**config.mk**
```make
export PLATFORM = sky130hd
export DESIGN_NAME = mpmc_top
export DESIGN_NICKNAME = d
export VERILOG_FILES = /design/src/hdl/mpmc_pkg.sv /design/src/hdl/mpmc_arbiter.sv /design/src/hdl/mpmc_lane_format.sv /design/src/hdl/mpmc_cmd_fsm.sv /design/src/hdl/mpmc_top.sv
export SDC_FILE = /design/constraint.sdc
export NUM_CORES = 1
export LEC_CHECK = 0
export ABC_AREA = 1
export BUFFER_PORTS_ARGS = -buffer_cell sky130_fd_sc_hd__buf_2
export CAP_MARGIN = 20
export CORE_AREA = 2 2 362 364
export DETAILED_ROUTE_END_ITERATION = 16
export DIE_AREA = 0 0 364 366
export PLACE_DENSITY = 0.32
export SLEW_MARGIN = 20
export SYNTH_ARGS = -nofsm -noshare
export SYNTH_HDL_FRONTEND = slang
export SYNTH_SLANG_ARGS = --single-unit
```
**constraint.sdc**
```tcl
create_clock -name mem_ui_clk -period 12.4 [get_ports mem_ui_clk]
set_clock_uncertainty 0.2 [all_clocks]
set_input_delay 2.48 -clock mem_ui_clk [delete_from_list [all_inputs] [get_ports mem_ui_clk]]
set_output_delay 2.48 -clock mem_ui_clk [all_outputs]
set_load 0.05 [all_outputs]
```
**src/hdl/mpmc_pkg.sv**
```systemverilog
package mpmc_pkg;

	// ========================================
	// Widths and command codes
	// ========================================
	localparam int MEM_WIDTH      = 128;
	localparam int MEM_BYTES      = MEM_WIDTH / 8;
	localparam int ADDR_WIDTH     = 32;
	localparam int APP_ADDR_WIDTH = 29;
	localparam int NUM_PORTS      = 2;

	localparam logic [2:0] CMD_WRITE = 3'd0;
	localparam logic [2:0] CMD_READ  = 3'd1;

	// ========================================
	// Bus types
	// ========================================
	// Narrow ports use only the low bits of sel and dat
	typedef struct packed {
		logic                  cyc;
		logic                  stb;
		logic                  we;
		logic [MEM_BYTES-1:0]  sel;
		logic [ADDR_WIDTH-1:0] adr;
		logic [MEM_WIDTH-1:0]  dat;
	} wb_req_t;

	typedef struct packed {
		logic                 ack;
		logic                 err;
		logic [MEM_WIDTH-1:0] dat;
	} wb_rsp_t;

	// One memory line, seen as byte lanes or as 32-bit words
	typedef union packed {
		logic [MEM_BYTES-1:0][7:0]     bytes;
		logic [MEM_WIDTH/32-1:0][31:0] words;
	} mem_word_u;

	typedef struct packed {
		logic                                      valid;
		logic                                      we;
		logic [ADDR_WIDTH-$clog2(MEM_BYTES)-1:0]   line_adr;
		mem_word_u                                 data;
		logic [MEM_BYTES-1:0]                      mask;
	} port_cmd_t;

	typedef struct packed {
		logic                      en;
		logic [2:0]                cmd;
		logic [APP_ADDR_WIDTH-1:0] addr;
		logic [MEM_WIDTH-1:0]      wdf_data;
		logic [MEM_BYTES-1:0]      wdf_mask;
		logic                      wdf_wren;
		logic                      wdf_end;
	} app_req_t;

	typedef struct packed {
		logic                 rdy;
		logic                 wdf_rdy;
		logic [MEM_WIDTH-1:0] rd_data;
		logic                 rd_data_valid;
		logic                 rd_data_end;
	} app_rsp_t;

	typedef enum logic [3:0] {
		IDLE       = 4'd0,
		SETUP      = 4'd1,
		WRITE_DATA = 4'd2,
		WRITE_CMD  = 4'd3,
		READ_CMD   = 4'd4,
		READ_WAIT  = 4'd5,
		DONE       = 4'd6
	} fsm_state_e;

endpackage

```
**src/hdl/mpmc_arbiter.sv**
```systemverilog
`timescale 1ns/1ps

module mpmc_arbiter import mpmc_pkg::*; #(
	parameter int ELEVATE_PERIOD = 64
) (
	input  logic      mem_ui_clk,
	input  logic      mem_ui_rst,
	input  port_cmd_t port0_cmd_i,
	input  port_cmd_t port1_cmd_i,
	input  logic      idle_i,
	output logic      grant_valid_o,
	output logic      grant_o
);

	localparam int               CNT_W    = $clog2(ELEVATE_PERIOD);
	localparam logic [CNT_W-1:0] CNT_LAST = CNT_W'(ELEVATE_PERIOD - 1);

	logic [NUM_PORTS-1:0] req;
	logic [CNT_W-1:0]     grant_cnt;
	logic                 elevate;
	logic                 granted;
	logic                 pick;

	assign req = {port1_cmd_i.valid, port0_cmd_i.valid};

	// Priority flips once per period so the CPU port is never starved
	assign elevate = (grant_cnt == CNT_LAST);

	always_comb begin
		if (elevate && req[1])
			pick = 1'b1;
		else if (req[0])
			pick = 1'b0;
		else
			pick = 1'b1;
	end

	always_ff @(posedge mem_ui_clk) begin
		if (mem_ui_rst) begin
			grant_valid_o <= 1'b0;
			grant_o       <= 1'b0;
			granted       <= 1'b0;
			grant_cnt     <= '0;
		end else begin
			grant_valid_o <= 1'b0;
			// Sequencer has taken the grant once it leaves IDLE
			if (!idle_i) begin
				granted <= 1'b0;
			end else if (!granted && (|req)) begin
				grant_valid_o <= 1'b1;
				grant_o       <= pick;
				granted       <= 1'b1;
				if (elevate)
					grant_cnt <= '0;
				else
					grant_cnt <= grant_cnt + 1'b1;
			end
		end
	end

endmodule

```
**src/hdl/mpmc_lane_format.sv**
```systemverilog
`timescale 1ns/1ps

module mpmc_lane_format import mpmc_pkg::*; #(
	parameter int PORT_WIDTH = 32
) (
	input  logic      mem_ui_clk,
	input  logic      mem_ui_rst,
	input  wb_req_t   wb_req_i,
	input  logic      done_i,
	input  logic      timeout_i,
	input  logic      done_port_i,
	input  mem_word_u rd_word_i,
	output port_cmd_t cmd_o,
	output wb_rsp_t   wb_rsp_o
);

	localparam int   OFF_W      = $clog2(MEM_BYTES);
	localparam int   SEL_W      = PORT_WIDTH / 8;
	localparam int   PORT_WORDS = PORT_WIDTH / 32;
	// The graphics port is the only full-width one
	localparam logic PORT_IDX   = (PORT_WIDTH == MEM_WIDTH) ? 1'b0 : 1'b1;

	logic                 req;
	logic                 mine;
	logic                 ack_q;
	logic                 err_q;
	logic [OFF_W-1:0]     byte_off;
	logic [MEM_BYTES-1:0] lane_sel;
	mem_word_u            rd_lane;
	mem_word_u            rd_q;

	assign req      = wb_req_i.cyc && wb_req_i.stb;
	assign mine     = (done_port_i == PORT_IDX);
	// First byte of the lane picked by the low address bits
	assign byte_off = wb_req_i.adr[OFF_W-1:0] & OFF_W'(~(SEL_W - 1));
	assign lane_sel = MEM_BYTES'(wb_req_i.sel[SEL_W-1:0]);

	// ========================================
	// Request toward the sequencer
	// ========================================
	assign cmd_o.valid    = req && !(ack_q || err_q);
	assign cmd_o.we       = wb_req_i.we;
	assign cmd_o.line_adr = wb_req_i.adr[ADDR_WIDTH-1:OFF_W];
	// Narrow data is repeated across every lane
	assign cmd_o.data     = {(MEM_WIDTH / PORT_WIDTH){wb_req_i.dat[PORT_WIDTH-1:0]}};
	// A set mask bit disables that byte, reads enable all
	assign cmd_o.mask     = wb_req_i.we ? ~(lane_sel << byte_off) : '0;

	// ========================================
	// Read lane extraction
	// ========================================
	always_comb begin
		logic [OFF_W-3:0] w_idx;
		logic [OFF_W-1:0] b_idx;
		rd_lane = '0;
		w_idx   = '0;
		b_idx   = '0;
		if (PORT_WIDTH >= 32) begin
			// Word wide ports move whole 32-bit words
			for (int i = 0; i < PORT_WORDS; i++) begin
				w_idx = byte_off[OFF_W-1:2] + (OFF_W-2)'(i);
				rd_lane.words[i] = rd_word_i.words[w_idx];
			end
		end else begin
			for (int i = 0; i < SEL_W; i++) begin
				b_idx = byte_off + OFF_W'(i);
				rd_lane.bytes[i] = rd_word_i.bytes[b_idx];
			end
		end
	end

	// Response follows the sequencer strobe by one cycle
	always_ff @(posedge mem_ui_clk) begin
		if (mem_ui_rst) begin
			ack_q <= 1'b0;
			err_q <= 1'b0;
		end else begin
			ack_q <= done_i && mine;
			err_q <= timeout_i && mine;
		end
	end

	always_ff @(posedge mem_ui_clk) begin
		if (done_i && mine)
			rd_q <= rd_lane;
	end

	// Strobes drop as soon as the master ends the cycle
	assign wb_rsp_o.ack = ack_q && req;
	assign wb_rsp_o.err = err_q && req;
	assign wb_rsp_o.dat = rd_q;

endmodule

```
**src/hdl/mpmc_cmd_fsm.sv**
```systemverilog
`timescale 1ns/1ps

module mpmc_cmd_fsm import mpmc_pkg::*; #(
	parameter int TIMEOUT_CYCLES = 512
) (
	input  logic      mem_ui_clk,
	input  logic      mem_ui_rst,
	input  logic      calib_complete_i,
	input  logic      grant_valid_i,
	input  logic      grant_i,
	input  port_cmd_t port0_cmd_i,
	input  port_cmd_t port1_cmd_i,
	input  app_rsp_t  app_rsp_i,
	output app_req_t  app_req_o,
	output logic      idle_o,
	output logic      done_o,
	output logic      timeout_o,
	output logic      done_port_o,
	output mem_word_u rd_word_o
);

	localparam int              TO_W    = $clog2(TIMEOUT_CYCLES);
	localparam logic [TO_W-1:0] TO_LAST = TO_W'(TIMEOUT_CYCLES - 1);

	fsm_state_e      state;
	fsm_state_e      next_state;
	port_cmd_t       cmd_q;
	logic            port_q;
	logic            timed_out;
	logic            hung;
	logic [TO_W-1:0] to_cnt;
	mem_word_u       rd_word_q;

	// Too long outside IDLE, the app side is not answering
	assign hung = (state != IDLE) && (state != DONE) && (to_cnt == TO_LAST);

	// ========================================
	// State machine
	// ========================================
	always_comb begin
		next_state = state;
		case (state)
			IDLE:
				if (grant_valid_i)
					next_state = SETUP;
			SETUP:
				next_state = cmd_q.we ? WRITE_DATA : READ_CMD;
			WRITE_DATA:
				if (app_rsp_i.wdf_rdy)
					next_state = WRITE_CMD;
			WRITE_CMD:
				if (app_rsp_i.rdy)
					next_state = DONE;
			READ_CMD:
				if (app_rsp_i.rdy)
					next_state = READ_WAIT;
			READ_WAIT:
				if (app_rsp_i.rd_data_valid)
					next_state = DONE;
			// One cycle gap so the master can drop stb
			DONE:
				next_state = IDLE;
			default:
				next_state = IDLE;
		endcase
		// A hung transfer still ends through DONE, flagged as timeout
		if (hung)
			next_state = DONE;
	end

	always_ff @(posedge mem_ui_clk) begin
		if (mem_ui_rst) begin
			state     <= IDLE;
			to_cnt    <= '0;
			timed_out <= 1'b0;
			port_q    <= 1'b0;
		end else begin
			state <= next_state;
			if (state == IDLE) begin
				to_cnt    <= '0;
				timed_out <= 1'b0;
			end else begin
				to_cnt <= to_cnt + 1'b1;
			end
			if (hung)
				timed_out <= 1'b1;
			if (state == IDLE && grant_valid_i)
				port_q <= grant_i;
		end
	end

	// Granted request and read data
	always_ff @(posedge mem_ui_clk) begin
		if (state == IDLE && grant_valid_i)
			cmd_q <= grant_i ? port1_cmd_i : port0_cmd_i;
		if (state == READ_WAIT && app_rsp_i.rd_data_valid)
			rd_word_q <= app_rsp_i.rd_data;
	end

	// ========================================
	// Outputs
	// ========================================
	assign idle_o      = (state == IDLE) && calib_complete_i;
	assign done_o      = (state == DONE) && !timed_out;
	assign timeout_o   = (state == DONE) && timed_out;
	assign done_port_o = port_q;
	assign rd_word_o   = rd_word_q;

	always_comb begin
		app_req_o.en       = (state == WRITE_CMD) || (state == READ_CMD);
		app_req_o.cmd      = cmd_q.we ? CMD_WRITE : CMD_READ;
		// Line address back to byte addressing
		app_req_o.addr     = APP_ADDR_WIDTH'({cmd_q.line_adr, {$clog2(MEM_BYTES){1'b0}}});
		app_req_o.wdf_data = cmd_q.data;
		app_req_o.wdf_mask = cmd_q.mask;
		// Single strip, so the first beat is also the last
		app_req_o.wdf_wren = (state == WRITE_DATA);
		app_req_o.wdf_end  = (state == WRITE_DATA);
	end

endmodule

```
**src/hdl/mpmc_top.sv**
```systemverilog
`timescale 1ns/1ps

module mpmc_top import mpmc_pkg::*; #(
	parameter int ELEVATE_PERIOD = 64,
	parameter int TIMEOUT_CYCLES = 512
) (
	input  logic     mem_ui_clk,
	input  logic     mem_ui_rst,
	input  logic     calib_complete_i,
	input  wb_req_t  wb0_req_i,
	input  wb_req_t  wb1_req_i,
	input  app_rsp_t app_rsp_i,
	output wb_rsp_t  wb0_rsp_o,
	output wb_rsp_t  wb1_rsp_o,
	output app_req_t app_req_o
);

	port_cmd_t port0_cmd;
	port_cmd_t port1_cmd;
	logic      grant_valid;
	logic      grant;
	logic      idle;
	logic      done;
	logic      timeout;
	logic      done_port;
	mem_word_u rd_word;

	// ========================================
	// Port formatters
	// ========================================
	// Graphics port
	mpmc_lane_format #(
		.PORT_WIDTH(128)
	) u_port0 (
		.mem_ui_clk (mem_ui_clk),
		.mem_ui_rst (mem_ui_rst),
		.wb_req_i   (wb0_req_i),
		.done_i     (done),
		.timeout_i  (timeout),
		.done_port_i(done_port),
		.rd_word_i  (rd_word),
		.cmd_o      (port0_cmd),
		.wb_rsp_o   (wb0_rsp_o)
	);

	// CPU port
	mpmc_lane_format #(
		.PORT_WIDTH(32)
	) u_port1 (
		.mem_ui_clk (mem_ui_clk),
		.mem_ui_rst (mem_ui_rst),
		.wb_req_i   (wb1_req_i),
		.done_i     (done),
		.timeout_i  (timeout),
		.done_port_i(done_port),
		.rd_word_i  (rd_word),
		.cmd_o      (port1_cmd),
		.wb_rsp_o   (wb1_rsp_o)
	);

	// ========================================
	// Arbitration and sequencing
	// ========================================
	mpmc_arbiter #(
		.ELEVATE_PERIOD(ELEVATE_PERIOD)
	) u_arb (
		.mem_ui_clk   (mem_ui_clk),
		.mem_ui_rst   (mem_ui_rst),
		.port0_cmd_i  (port0_cmd),
		.port1_cmd_i  (port1_cmd),
		.idle_i       (idle),
		.grant_valid_o(grant_valid),
		.grant_o      (grant)
	);

	mpmc_cmd_fsm #(
		.TIMEOUT_CYCLES(TIMEOUT_CYCLES)
	) u_seq (
		.mem_ui_clk      (mem_ui_clk),
		.mem_ui_rst      (mem_ui_rst),
		.calib_complete_i(calib_complete_i),
		.grant_valid_i   (grant_valid),
		.grant_i         (grant),
		.port0_cmd_i     (port0_cmd),
		.port1_cmd_i     (port1_cmd),
		.app_rsp_i       (app_rsp_i),
		.app_req_o       (app_req_o),
		.idle_o          (idle),
		.done_o          (done),
		.timeout_o       (timeout),
		.done_port_o     (done_port),
		.rd_word_o       (rd_word)
	);

endmodule

```
## Word level (Yosys, flattened, before mapping)

Cells that the tools add are included.

| operators by class | value |
|---|---|
| reduce and logical (&&, ||, !) cells | 38 |
| equality and inequality tests | 19 |
| muxes and demuxes | 20 |
| $add $sub $neg | 2 |
| bitwise logic cells | 4 |
| magnitude comparators | 1 |
| shifts and indexed selects | 1 |

Operator list:

| operator | count |
|---|---|
| $mux W173 | 1 |
| $bmux W32 S2 | 1 |
| $mux W16 | 2 |
| $mux W32 | 1 |
| $not A16 Y16 | 2 |
| $pmux W4 S6 | 1 |
| $logic_and A1 B1 Y1 | 21 |
| $mux W4 | 5 |
| $shl A4 B4 Y16 | 1 |
| $ne A3 B2 Y1 const B | 5 |
| $eq A4 B3 Y1 const B | 3 |
| $ne A2 B2 Y1 const B | 5 |
| $reduce_and A5 Y1 | 2 |
| $add A9 B1 Y9 const B | 1 |
| $eq A9 B9 Y1 const B | 1 |
| $eq A4 B2 Y1 const B | 2 |
| $reduce_or A2 Y1 | 4 |
| $add A6 B1 Y6 const B | 1 |
| $eq A6 B6 Y1 const B | 1 |
| $mux W1 | 6 |
| $mux W3 | 2 |
| $mux W6 | 1 |
| $eq A4 B1 Y1 const B | 1 |
| $logic_not A1 Y1 | 4 |
| 8 further kinds | 11 |

| storage, ports and cells | value |
|---|---|
| bits in registers | 486 |
| word-level logic and storage cells | 105 |

## Logic depth before layout (Yosys ltp)

Gate-level depths: netlist of the first run.

| depth | value |
|---|---|
| word-level depth | 6 |
| gate-level depth with buffers | 10 |
| mapped depth without buffers | 10 |

## By module

From an unflattened synthesis of the first run, not the netlist that was laid out.

| unflattened totals | value |
|---|---|
| cells, all modules | 1856 |
| area total of the unflattened synthesis | 23353.6 um^2 |

Modules (own cells, without submodules):

| module | area each (um^2) | instances | cells each | sequential area each (um^2) |
|---|---|---|---|---|
| mpmc_cmd_fsm | 13060.0 | 1 | 768 | 9228.9 |
| mpmc_lane_format (u_port0) | 5220.0 | 1 | 319 | 3883.7 |
| mpmc_lane_format (u_port1) | 4659.5 | 1 | 715 | 1001.0 |
| mpmc_arbiter | 414.1 | 1 | 54 | 180.2 |

## Least setup slack after synthesis of the first run

Ideal clock, no wire load.

| timing | value |
|---|---|
| kind | register -> register |
| start point | register u_seq.state[2] |
| end point | register u_seq.port_q (netlist: u_seq.done_port_o) |
| period minus slack after synthesis | 8707 ps |
| path slack | 3693 ps |
| library setup time | 123 ps |
| stages on the path, launching flop included | 7 |
| arrival | 8384 ps |
| cells stage by stage | dfxtp_1 > buf_2 > inv_2 > nand2_2 > nor2_1 > o21ai_0 > a21oi_1 |

| between the ends | value |
|---|---|
| word-level cells in the longest chain between the ends | 2 |

Ends and longest elaborated chain:

| item | RTL line | RTL |
|---|---|---|
| from (decl) | mpmc_cmd_fsm.sv:25 | `fsm_state_e state;` |
| from (signal assigned) | mpmc_cmd_fsm.sv:78 | `state <= next_state;` |
| $logic_not A4 Y1 | mpmc_cmd_fsm.sv:87 | `if (state == IDLE && grant_valid_i)` |
| $logic_and A1 B1 Y1 | mpmc_cmd_fsm.sv:87 |  |
| to (signal assigned) | mpmc_cmd_fsm.sv:88 | `port_q <= grant_i;` |
| to (decl) | mpmc_cmd_fsm.sv:28 | `logic port_q;` |

Every way passes these cells.
A chain may end at the register's enable or synchronous reset.

==> results.py, run 1 <==
metrics = {
    "timing": {
        "relSlewSlack_pct": 31.0,
        "period_share_pct": 47.0,
        "setup_viol": 0,
        "setup_tns_ns": 0,
        "period_needed_ns": 5.82,
        "slew_violations": 0,
        "max_freq_ghz": 0.172,
        "worst_slack_ns": 6.58,
        "hold_violations": 0,
        "rsz0062_at_grt": "false",
        "worst_slew_pin_slew_ns": 1.04,
    },
    "min_path": {
        "hold_path.class": "reg -> reg",
        "whs_path_depth": 0,
    },
    "die": {
        "rows": 132,
        "die_h_um": 366,
        "design.core.area_um2": 129000,
        "dieArea_um2": 133000,
        "io_pins": 932,
        "dieWidth_um": 364,
        "initial_core_util_pct": 15.3,
    },
    "synth": {
        "synth-edff-count": 458,
        "yosys_warnings": 0,
        "ys_seq_area_share_pct": 72.6,
        "synth_top_area_share_pct": 69.9,
        "synth_ff_type": "edfxtp_1",
        "synthTopCellsByArea": "edfxtp_1, buf_4, nand2_1",
        "async_flop_share_pct": 0,
        "synth_cells": 1540,
        "syn_area_per_cell_um2": 12.8,
        "synth_area_um2": 19700,
        "synth.distinct_cells": 32,
        "synth_seq_cells": 485,
        "yosysTopAreaCell": "edfxtp_1",
    },
    "clock_network": {
        "clk_latency_ns": 0.67,
        "clockBufferDepth": 3,
        "cts_buffers": 61,
        "post_cts_resized": 0,
        "cts.clk_slew.worst_paths_ns": 0.06,
        "htreeDepth": 2,
        "cts_sinks": 485,
        "hold_buffers": 0,
        "cts_tree": "done",
        "cts_setup_buffers": 0,
        "ctsRootBufferMaster": "clkbuf_16",
    },
    "critical_path": {
        "worst-path-buf-inv": 2,
        "crit_slowest_cell": "buf_2",
        "slowest_delay_ns": 0.34,
        "arrival_ns": 3.14,
        "worstPathCellList": "buf_2 -> nand2_1 -> nor2_1 -> buf_2",
        "crit_top_cell": "buf_2",
        "startpoint_type": "input port",
        "path_max_fanout": 2,
        "cp.depth": 4,
        "endpoint_kind": "primary output",
        "crit_type": "in -> out",
        "required_ns": 9.72,
        "worst_r2r_path_depth": 4,
        "path_delay_family": "buffers and inverters",
    },
    "detailed_routing": {
        "routed_wl_mm": 76.1,
        "via_count": 13200,
        "route.detailed.drc": 0,
        "drt-pass1-iter-count": 4,
        "wire_per_inst_um": 19.5,
        "vias_per_cell": 3.39,
        "ant_nets": 0,
        "drt-initial-drc-count": 878,
    },
    "finish": {
        "final_cell_mix": "buf_2, edfxtp_1, nand2_1",
        "post-route-util_pct": 19.9,
        "area.growth.synth_to_final_pct": 30.3,
        "drive_above_1_share_pct": 38.2,
        "fin_nets": 2600,
        "final_common_cell": "buf_2",
        "layout.cells.non_filler": 3898,
    },
    "global_route": {
        "grt_busiest_layer": "met2",
        "grt_pass1_wl_mm": 104,
        "grt_pass1_vias": 14100,
        "gr-usage-all-layers_pct": 10.9,
        "use_met1_pct": 11.6,
        "grt_use_met2_pct": 17.8,
        "grt_max_degree": 129,
        "overflow": 0,
        "met3_usage_pct": 6.59,
        "grt_antenna_before_repair": 32,
    },
    "place": {
        "placedCellCount": 3783,
        "io_buffers": 708,
        "place_ws_ns": 6.49,
        "gp_congestion": 0.803,
        "hpwl_mm": 57.5,
    },
    "pwr": {
        "total_power_mw": 4.29,
        "ir_drop_mv": 0.108,
        "p_leak_nw": 10.4,
        "power.density_nw_per_um2": 167,
    },
    "run": {
        "drv_cap": 0,
    },
    "status": {
        "status": "completed",
    },
}
## metal layers
metal	up-vias	wire (um)	part of all wire, %
met5	-	254	0.33
met4	42	2100	2.8
met3	143	10600	14
met2	672	35100	46
met1	6291	28200	37
li1	6070	-	-
## worst reg2reg max path, delay by kind of cell, from the launching register on
kind	cells	cell delay, ns
and+or+nand+nor	2	0.59
buffers and inverters	2	1.65
DFF	1	0.52
## metrics by stage
step                hold WS [ns]  instance area, um^2
floorplan                  0.218                20100
global placement           0.226                23700
detailed placement         0.227                23700
CTS                        0.217                25600
global route               0.241                25600
finish                     0.214                25600
## synth_stat cells (2+ instances only)
| library cell | count |
|---|---|
| clkbuf_1 | 31 |
| inv_2 | 4 |
| xnor2_1 | 2 |
| buf_4 | 272 |
| nand2_2 | 2 |
| nand4_1 | 5 |
| nor2_1 | 97 |
| inv_1 | 37 |
| buf_2 | 6 |
| ha_1 | 3 |
| edfxtp_1 | 458 |
| nor3_1 | 20 |
| o22ai_1 | 48 |
| o21ai_1 | 2 |
| o21ai_0 | 73 |
| nand3_1 | 17 |
| nand2_1 | 394 |
| a21oi_1 | 15 |
| nor2_4 | 2 |
| buf_1 | 14 |
| dfxtp_1 | 27 |
## cell type report
cell class,instances,area (um^2)
fillers,14200,103000
well taps,1742,2180
multi-input cells,791,3390
repair buffers,723,3670
clock buffers,78,1590
flip-flops and latches,485,14300
clock inverters,33,342
inverters,42,169
diodes,4,10.0
## logic make-up (layout without fill, tap and decap cells)
family          Yosys count  count (layout)  synth area share [%]
flops                   485             485                  72.6
buf+inv                 365             876                  12.2
xor+xnor                  3               3                 0.134
simple gates            542             542                  10.9
compound gates          141             141                  3.92
fa+ha+maj                 3               3                 0.191
other cells               1             106                0.0191
## power breakdown
group | total [mW] | leakage, nW | switching (mW) | internal (mW)
clock network | 1.74 | 0.936 | 0.734 | 1.01
logic | 0.623 | 5.13 | 0.488 | 0.135
registers | 1.92 | 4.35 | 0.0350 | 1.89
total | 4.29 | 10.4 | 1.26 | 3.03
## registers in the layout, indices dropped and copies added, names as in the netlist
name and count:
u_seq.app_req_o 169, u_port0.rd_q 128, u_seq.rd_word_o 128, u_port1.rd_q 32
u_seq.to_cnt 9, u_arb.grant_cnt 6, u_seq.state 3, u_arb.grant_o 1
u_arb.grant_valid_o 1, u_arb.granted 1, u_port0.ack_q 1, u_port0.err_q 1
u_port1.ack_q 1, u_port1.err_q 1, u_seq.cmd_q 1, u_seq.done_port_o 1
u_seq.timed_out 1
## path summary, 6_finish.rpt
kind	from	to	slack [ns]
setup / recovery	wb1_req_i[178]	wb1_rsp_o[128]	6.58
hold / removal	u_seq.rd_word_o[94]	u_port0.rd_q[94]	0.21
hold reg to reg	u_seq.rd_word_o[94]	u_port0.rd_q[94]	0.21
setup reg to reg	u_seq.state[2]	u_seq.rd_word_o[125]	9.00
Power figures use the tool's default switching activity.
==> run 2, diff against run 1 <==
==> constraint.sdc (replaced) <==
create_clock -name mem_ui_clk -period 6.03 [get_ports mem_ui_clk]
set_clock_uncertainty 0.2 [all_clocks]
set_input_delay 1.206 -clock mem_ui_clk [delete_from_list [all_inputs] [get_ports mem_ui_clk]]
set_output_delay 1.206 -clock mem_ui_clk [all_outputs]
set_load 0.05 [all_outputs]
==> results.py, run 2 (synthesis results as in run 1) <==
metrics = {
    "critical_path": {
        "arrival_ns": 1.80,
        "required_ns": 4.62,
        "crit_type": "in -> out",
        "worst-path-buf-inv": 2,
        "worstPathCellList": "buf_2 -> nand2_1 -> nor2_1 -> buf_2",
        "crit_top_cell": "buf_2",
        "path_delay_family": "buffers and inverters",
        "startpoint_type": "input port",
        "path_max_fanout": 2,
        "r2r_start": "u_seq.state[2]",
        "endpoint_kind": "primary output",
        "slowest_delay_ns": 0.32,
        "crit_slowest_cell": "buf_2",
        "cp-startpoint": "wb0_req_i[178]",
    },
    "clock_network": {
        "cts_buffers": 60,
        "htreeDepth": 2,
        "clockBufferDepth": 3,
        "clk_latency_ns": 0.68,
        "cts_setup_buffers": 0,
        "cts_tree": "done",
        "ctsRootBufferMaster": "clkbuf_16",
        "post_cts_resized": 0,
        "hold_buffers": 0,
        "cts_sinks": 485,
        "cts.clk_slew.worst_paths_ns": 0.06,
    },
    "finish": {
        "area.growth.synth_to_final_pct": 31.3,
        "largest_register_ffs": 169,
        "final_cell_mix": "buf_2, edfxtp_1, nand2_1",
        "fin_nets": 2597,
        "fill_cells": 14100,
        "drive_above_1_share_pct": 39.0,
        "final_common_cell": "buf_2",
        "post-route-util_pct": 20.0,
        "layout.cells.non_filler": 3902,
    },
    "detailed_routing": {
        "routed_wl_mm": 77.0,
        "drt-pass1-iter-count": 5,
        "route.detailed.drc": 0,
        "vias_per_cell": 3.40,
        "via_count": 13300,
        "drt-initial-drc-count": 795,
        "wire_per_inst_um": 19.7,
        "ant_nets": 0,
    },
    "pwr": {
        "total_power_mw": 9.05,
        "p_clk_share_pct": 42.2,
        "seqPwrFrac_pct": 43.5,
        "power.density_nw_per_um2": 350,
        "ir_drop_mv": 0.197,
        "switching_power_mw": 2.64,
        "p_leak_nw": 10.5,
        "p_sw_share_pct": 29.2,
        "combPwrFrac_pct": 14.2,
        "internal_power_mw": 6.41,
    },
    "min_path": {
        "hold_path.class": "reg -> reg",
        "worstHoldStart": "u_seq.rd_word_o[55]",
    },
    "timing": {
        "setup_tns_ns": 0,
        "worst_slack_ns": 2.82,
        "rsz0062_at_grt": "false",
        "slew_violations": 0,
        "setup_viol": 0,
        "hold_violations": 0,
        "max_freq_ghz": 0.312,
        "worst_slew_pin_slew_ns": 0.938,
        "period_needed_ns": 3.21,
        "period_share_pct": 53.2,
        "relSlewSlack_pct": 37.4,
    },
    "die": {
        "die_h_um": 366,
        "dieWidth_um": 364,
        "rows": 132,
        "io_pins": 932,
        "dieArea_um2": 133000,
        "initial_core_util_pct": 15.3,
        "design.core.area_um2": 129000,
    },
    "global_route": {
        "grt_antenna_before_repair": 32,
        "grt_pass1_vias": 14200,
        "gr-usage-all-layers_pct": 11.0,
        "grt_max_degree": 140,
        "overflow": 0,
        "grt_pass1_wl_mm": 105,
    },
    "place": {
        "place_ws_ns": 2.74,
        "placedCellCount": 3781,
        "gp_congestion": 0.811,
        "hpwl_mm": 58.2,
        "io_buffers": 708,
    },
    "run": {
        "drv_cap": 0,
    },
    "status": {
        "status": "completed",
    },
}
-- run 2: changes by cell type in the layout (fill, tap and decap cells not counted), sizes merged --
| cell | change |
|---|---|
| diode | +3 |
| clkinvlp | +7 |
| bufinv | +3 |
| clkinv | -9 |
| clkbuf | -3 |
| buf | -2 |
| inv | +5 |
-- run 2: area by class of cell --
class                   instances  area [um^2]  area share [%]
inverters                      42          168           0.649
clock buffers                  75         1610            6.22
flip-flops and latches        485        14300            55.3
well taps                    1742         2180            8.43
multi-input cells             791         3390            13.1
diodes                          7         17.5          0.0678
repair buffers                721         3690            14.3
clock inverters                39          490            1.90
-- run 2: stage by stage --
step                      hold slack [ns]  instance area [um^2]
after floorplan                     0.218                 20100
after global placement              0.226                 23700
after detailed placement            0.230                 23700
after CTS                           0.244                 25800
after global routing                0.243                 25800
final                               0.245                 25800
-- run 2: path summary, 6_finish.rpt --
kind / to / slack, ns / depth (start not counted)
setup / recovery: wb0_rsp_o[129] / 2.82 / 4
hold / removal: u_port0.rd_q[55] / 0.25 / 0
setup reg to reg: u_port0.rd_q[122] / 3.12 / 3
hold reg to reg: u_port0.rd_q[55] / 0.25 / 0
-- run 2: worst reg2reg max path, cell delays in order, from the launching register on --
cell and delay, ns:
dfxtp_1 0.51, nand4_1 0.39, nor2_4 0.60, buf_12 0.47
-- run 2: metal layers --
layer  routed length, um  part of all wire [%]  GRT usage [%]  vias up
met5                 223                  0.29              0        -
met4                1940                   2.5           3.18       40
met3               10100                    13           6.12      137
met2               36200                    47           18.6      657
met1               28500                    37           11.6     6369
li1                    -                     -              -     6072
-- run 2: power groups by stage --
stage / Combinational (mW) / Sequential, mW / Clock, mW
2_1_floorplan: 0.954 / 4.06 / 0
3_5_place_dp: 1.32 / 4.01 / 0
3_3_place_gp: 1.31 / 4.01 / 0
6_report: 1.29 / 3.94 / 3.82
5_1_grt: 1.40 / 3.95 / 4.08
4_1_cts: 1.32 / 3.94 / 3.97
==> run 3, diff against run 2 <==
--- a/config.mk
+++ b/config.mk
@@ -5,13 +5,13 @@
 export SDC_FILE = /design/constraint.sdc
 export NUM_CORES = 1
 export LEC_CHECK = 0
-export ABC_AREA = 1
+export ABC_AREA = 0
 export BUFFER_PORTS_ARGS = -buffer_cell sky130_fd_sc_hd__buf_2
 export CAP_MARGIN = 20
 export CORE_AREA = 2 2 362 364
 export DETAILED_ROUTE_END_ITERATION = 16
 export DIE_AREA = 0 0 364 366
-export PLACE_DENSITY = 0.32
+export PLACE_DENSITY = 0.33
 export SLEW_MARGIN = 20
 export SYNTH_ARGS = -nofsm -noshare
 export SYNTH_HDL_FRONTEND = slang
==> constraint.sdc (replaced) <==
create_clock -name mem_ui_clk -period 2.85 [get_ports mem_ui_clk]
set_clock_uncertainty 0.2 [all_clocks]
set_input_delay 0.57 -clock mem_ui_clk [delete_from_list [all_inputs] [get_ports mem_ui_clk]]
set_output_delay 0.57 -clock mem_ui_clk [all_outputs]
set_load 0.05 [all_outputs]
==> results.py, run 3 <==
metrics = {
    "status": {
        "status": "completed",
    },
    "die": {
        "dieArea_um2": 133000,
        "dieWidth_um": 364,
        "io_pins": 932,
        "die_h_um": 366,
        "rows": 132,
        "design.core.area_um2": 129000,
        "initial_core_util_pct": 15.3,
    },
    "synth": {
        "synthMuxAreaShare_pct": 5.32,
        "ys_seq_area_share_pct": 72.3,
        "yosysTopAreaCell": "edfxtp_1",
        "synth_cells": 1306,
        "synth_top_area_share_pct": 69.5,
        "synth-edff-count": 458,
        "yosys_warnings": 0,
        "synthTopCellsByArea": "edfxtp_1, buf_4, o21ai_0",
        "synth_ff_type": "edfxtp_1",
        "yosys.area_share.simple_pct": 3.20,
        "yosysMostFrequentCell": "edfxtp_1",
        "syn_area_per_cell_um2": 15.1,
        "async_flop_share_pct": 0,
        "synth.distinct_cells": 49,
        "synth_seq_cells": 485,
        "synth_area_um2": 19800,
        "synth_xor_area_share_pct": 0.310,
        "synth_top_family_by_area": "buffers and inverters",
        "synth-compound-area-share_pct": 4.99,
        "synthTopCellsByCount": "edfxtp_1, buf_4, o21ai_0, inv_1, nand2_1",
        "yosys.area_share.adder_pct": 0.190,
    },
    "place": {
        "hpwl_mm": 56.3,
        "gp_congestion": 0.796,
        "io_buffers": 708,
        "place_ws_ns": 0.500,
    },
    "pwr": {
        "ir_drop_mv": 0.476,
        "total_power_mw": 20.7,
        "power.density_nw_per_um2": 726,
        "p_leak_nw": 11.3,
    },
    "detailed_routing": {
        "route.detailed.drc": 0,
        "via_count": 12900,
        "drt-pass1-iter-count": 5,
        "vias_per_cell": 3.30,
        "routed_wl_mm": 72.8,
        "drt-initial-drc-count": 753,
        "ant_nets": 0,
        "wire_per_inst_um": 18.5,
    },
    "timing": {
        "worst_slew_pin_slew_ns": 0.830,
        "period_share_pct": 91.4,
        "period_needed_ns": 2.60,
        "slew_violations": 0,
        "worst_slack_ns": 0.246,
        "relSlewSlack_pct": 43.9,
        "hold_violations": 0,
        "max_freq_ghz": 0.384,
        "setup_viol": 0,
        "rsz0062_at_grt": "false",
    },
    "clock_network": {
        "clockBufferDepth": 3,
        "cts.clk_slew.worst_paths_ns": 0.06,
        "cts_sinks": 485,
        "ctsRootBufferMaster": "clkbuf_16",
        "htreeDepth": 2,
        "cts_buffers": 60,
        "cts_tree": "done",
        "post_cts_resized": 0,
        "clk_latency_ns": 0.65,
    },
    "critical_path": {
        "endpoint_kind": "primary output",
        "crit_type": "reg -> out",
        "arrival_ns": 1.83,
        "startpoint_type": "flip-flop",
        "rrSetupSlack_ns": 0.50,
        "required_ns": 2.08,
        "path_max_fanout": 15,
    },
    "finish": {
        "drive_above_1_share_pct": 42.2,
        "fill_cells": 13900,
        "area.growth.synth_to_final_pct": 44.3,
        "fin_nets": 2625,
        "final_common_cell": "buf_2",
        "largest_register_ffs": 169,
        "final_cell_mix": "buf_2, edfxtp_1, dlygate4sd3_1",
    },
    "run": {
        "drv_cap": 0,
    },
    "global_route": {
        "grt_pass1_wl_mm": 101,
        "grt_pass1_vias": 14100,
        "gr-usage-all-layers_pct": 10.4,
        "grt_max_degree": 53,
        "overflow": 0,
        "grt_antenna_before_repair": 23,
    },
    "min_path": {
        "hold_path.class": "in -> reg",
    },
}
run 3: cell types whose count changed after synthesis, moves of 32 or more:
| cell | previous run | this run |
|---|---|---|
| mux4_2 | 0 | 32 |
| o21ai_0 | 73 | 145 |
| o22ai_1 | 48 | 8 |
| nor2_1 | 97 | 21 |
| inv_1 | 37 | 131 |
| nand2_1 | 394 | 49 |
run 3: cell type report:
type	count	area (um^2)	area share [%]
flip-flops and latches	485	14300	50.1
repair buffers	972	6230	21.8
multi-input cells	479	3190	11.2
well taps	1742	2180	7.64
clock buffers	73	1600	5.61
clock inverters	39	533	1.87
inverters	131	492	1.72
diodes	3	7.51	0.0263
run 3: report_power, final:
part	switching [mW]	total, mW	internal (mW)
Clock	3.24	8.23	5.00
Sequential	0.235	8.65	8.41
Combinational	2.74	3.84	1.10
Total	6.21	20.7	14.5
run 3: metal layers:
metal | GRT usage, % | up-vias | share of wire, %
met5 | 0 | - | 0.18
met4 | 2.14 | 18 | 1.7
met1 | 11.8 | 6283 | 39
met2 | 17.5 | 593 | 47
met3 | 5.42 | 93 | 12
li1 | - | 5951 | -
run 3: worst paths after layout:
check                            from              endpoint  cells after the start
setup / recovery       u_seq.state[0]        app_req_o[178]                      4
hold reg to reg   u_seq.rd_word_o[23]      u_port0.rd_q[23]                      0
setup reg to reg        u_arb.grant_o  u_seq.app_req_o[156]                      3
hold / removal         wb0_req_i[143]  u_seq.app_req_o[161]                      2
run 3: timing repair:
item,4_1_cts,5_1_grt
buffers inserted,0,0
endpoints found under the hold margin,191,0
hold buffers,217,0
run 3: critical path: stages (launching register included):
cell and delay (ns):
dfxtp_1 0.47, buf_4 0.26, nand2_1 0.06, o21ai_0 0.14, buf_2 0.29
run 3: per-stage QoR:
stage	hold slack (ns)	util [%]	cell area [um^2]	setup TNS (ns)	cells
2_1_floorplan	0.218	-	20200	-236.40	1407
3_3_place_gp	0.225	18.8	24200	0	3592
3_5_place_dp	0.232	18.8	24200	0	3592
4_1_cts	0.0000922	22.1	28500	0	3921
5_1_grt	0.00515	22.1	28500	0	3923
6_report	0.0817	22.1	28500	0	3924
run 3: cell families after synthesis:
kind of cell / count (synthesis)
buffers and inverters: 443
AOI/OAI and AO/OA: 181
and+or+nand+nor: 124
DFF: 485
muxes: 62
adders and majority gates: 3
xor gates and xnor gates: 7
other: 1
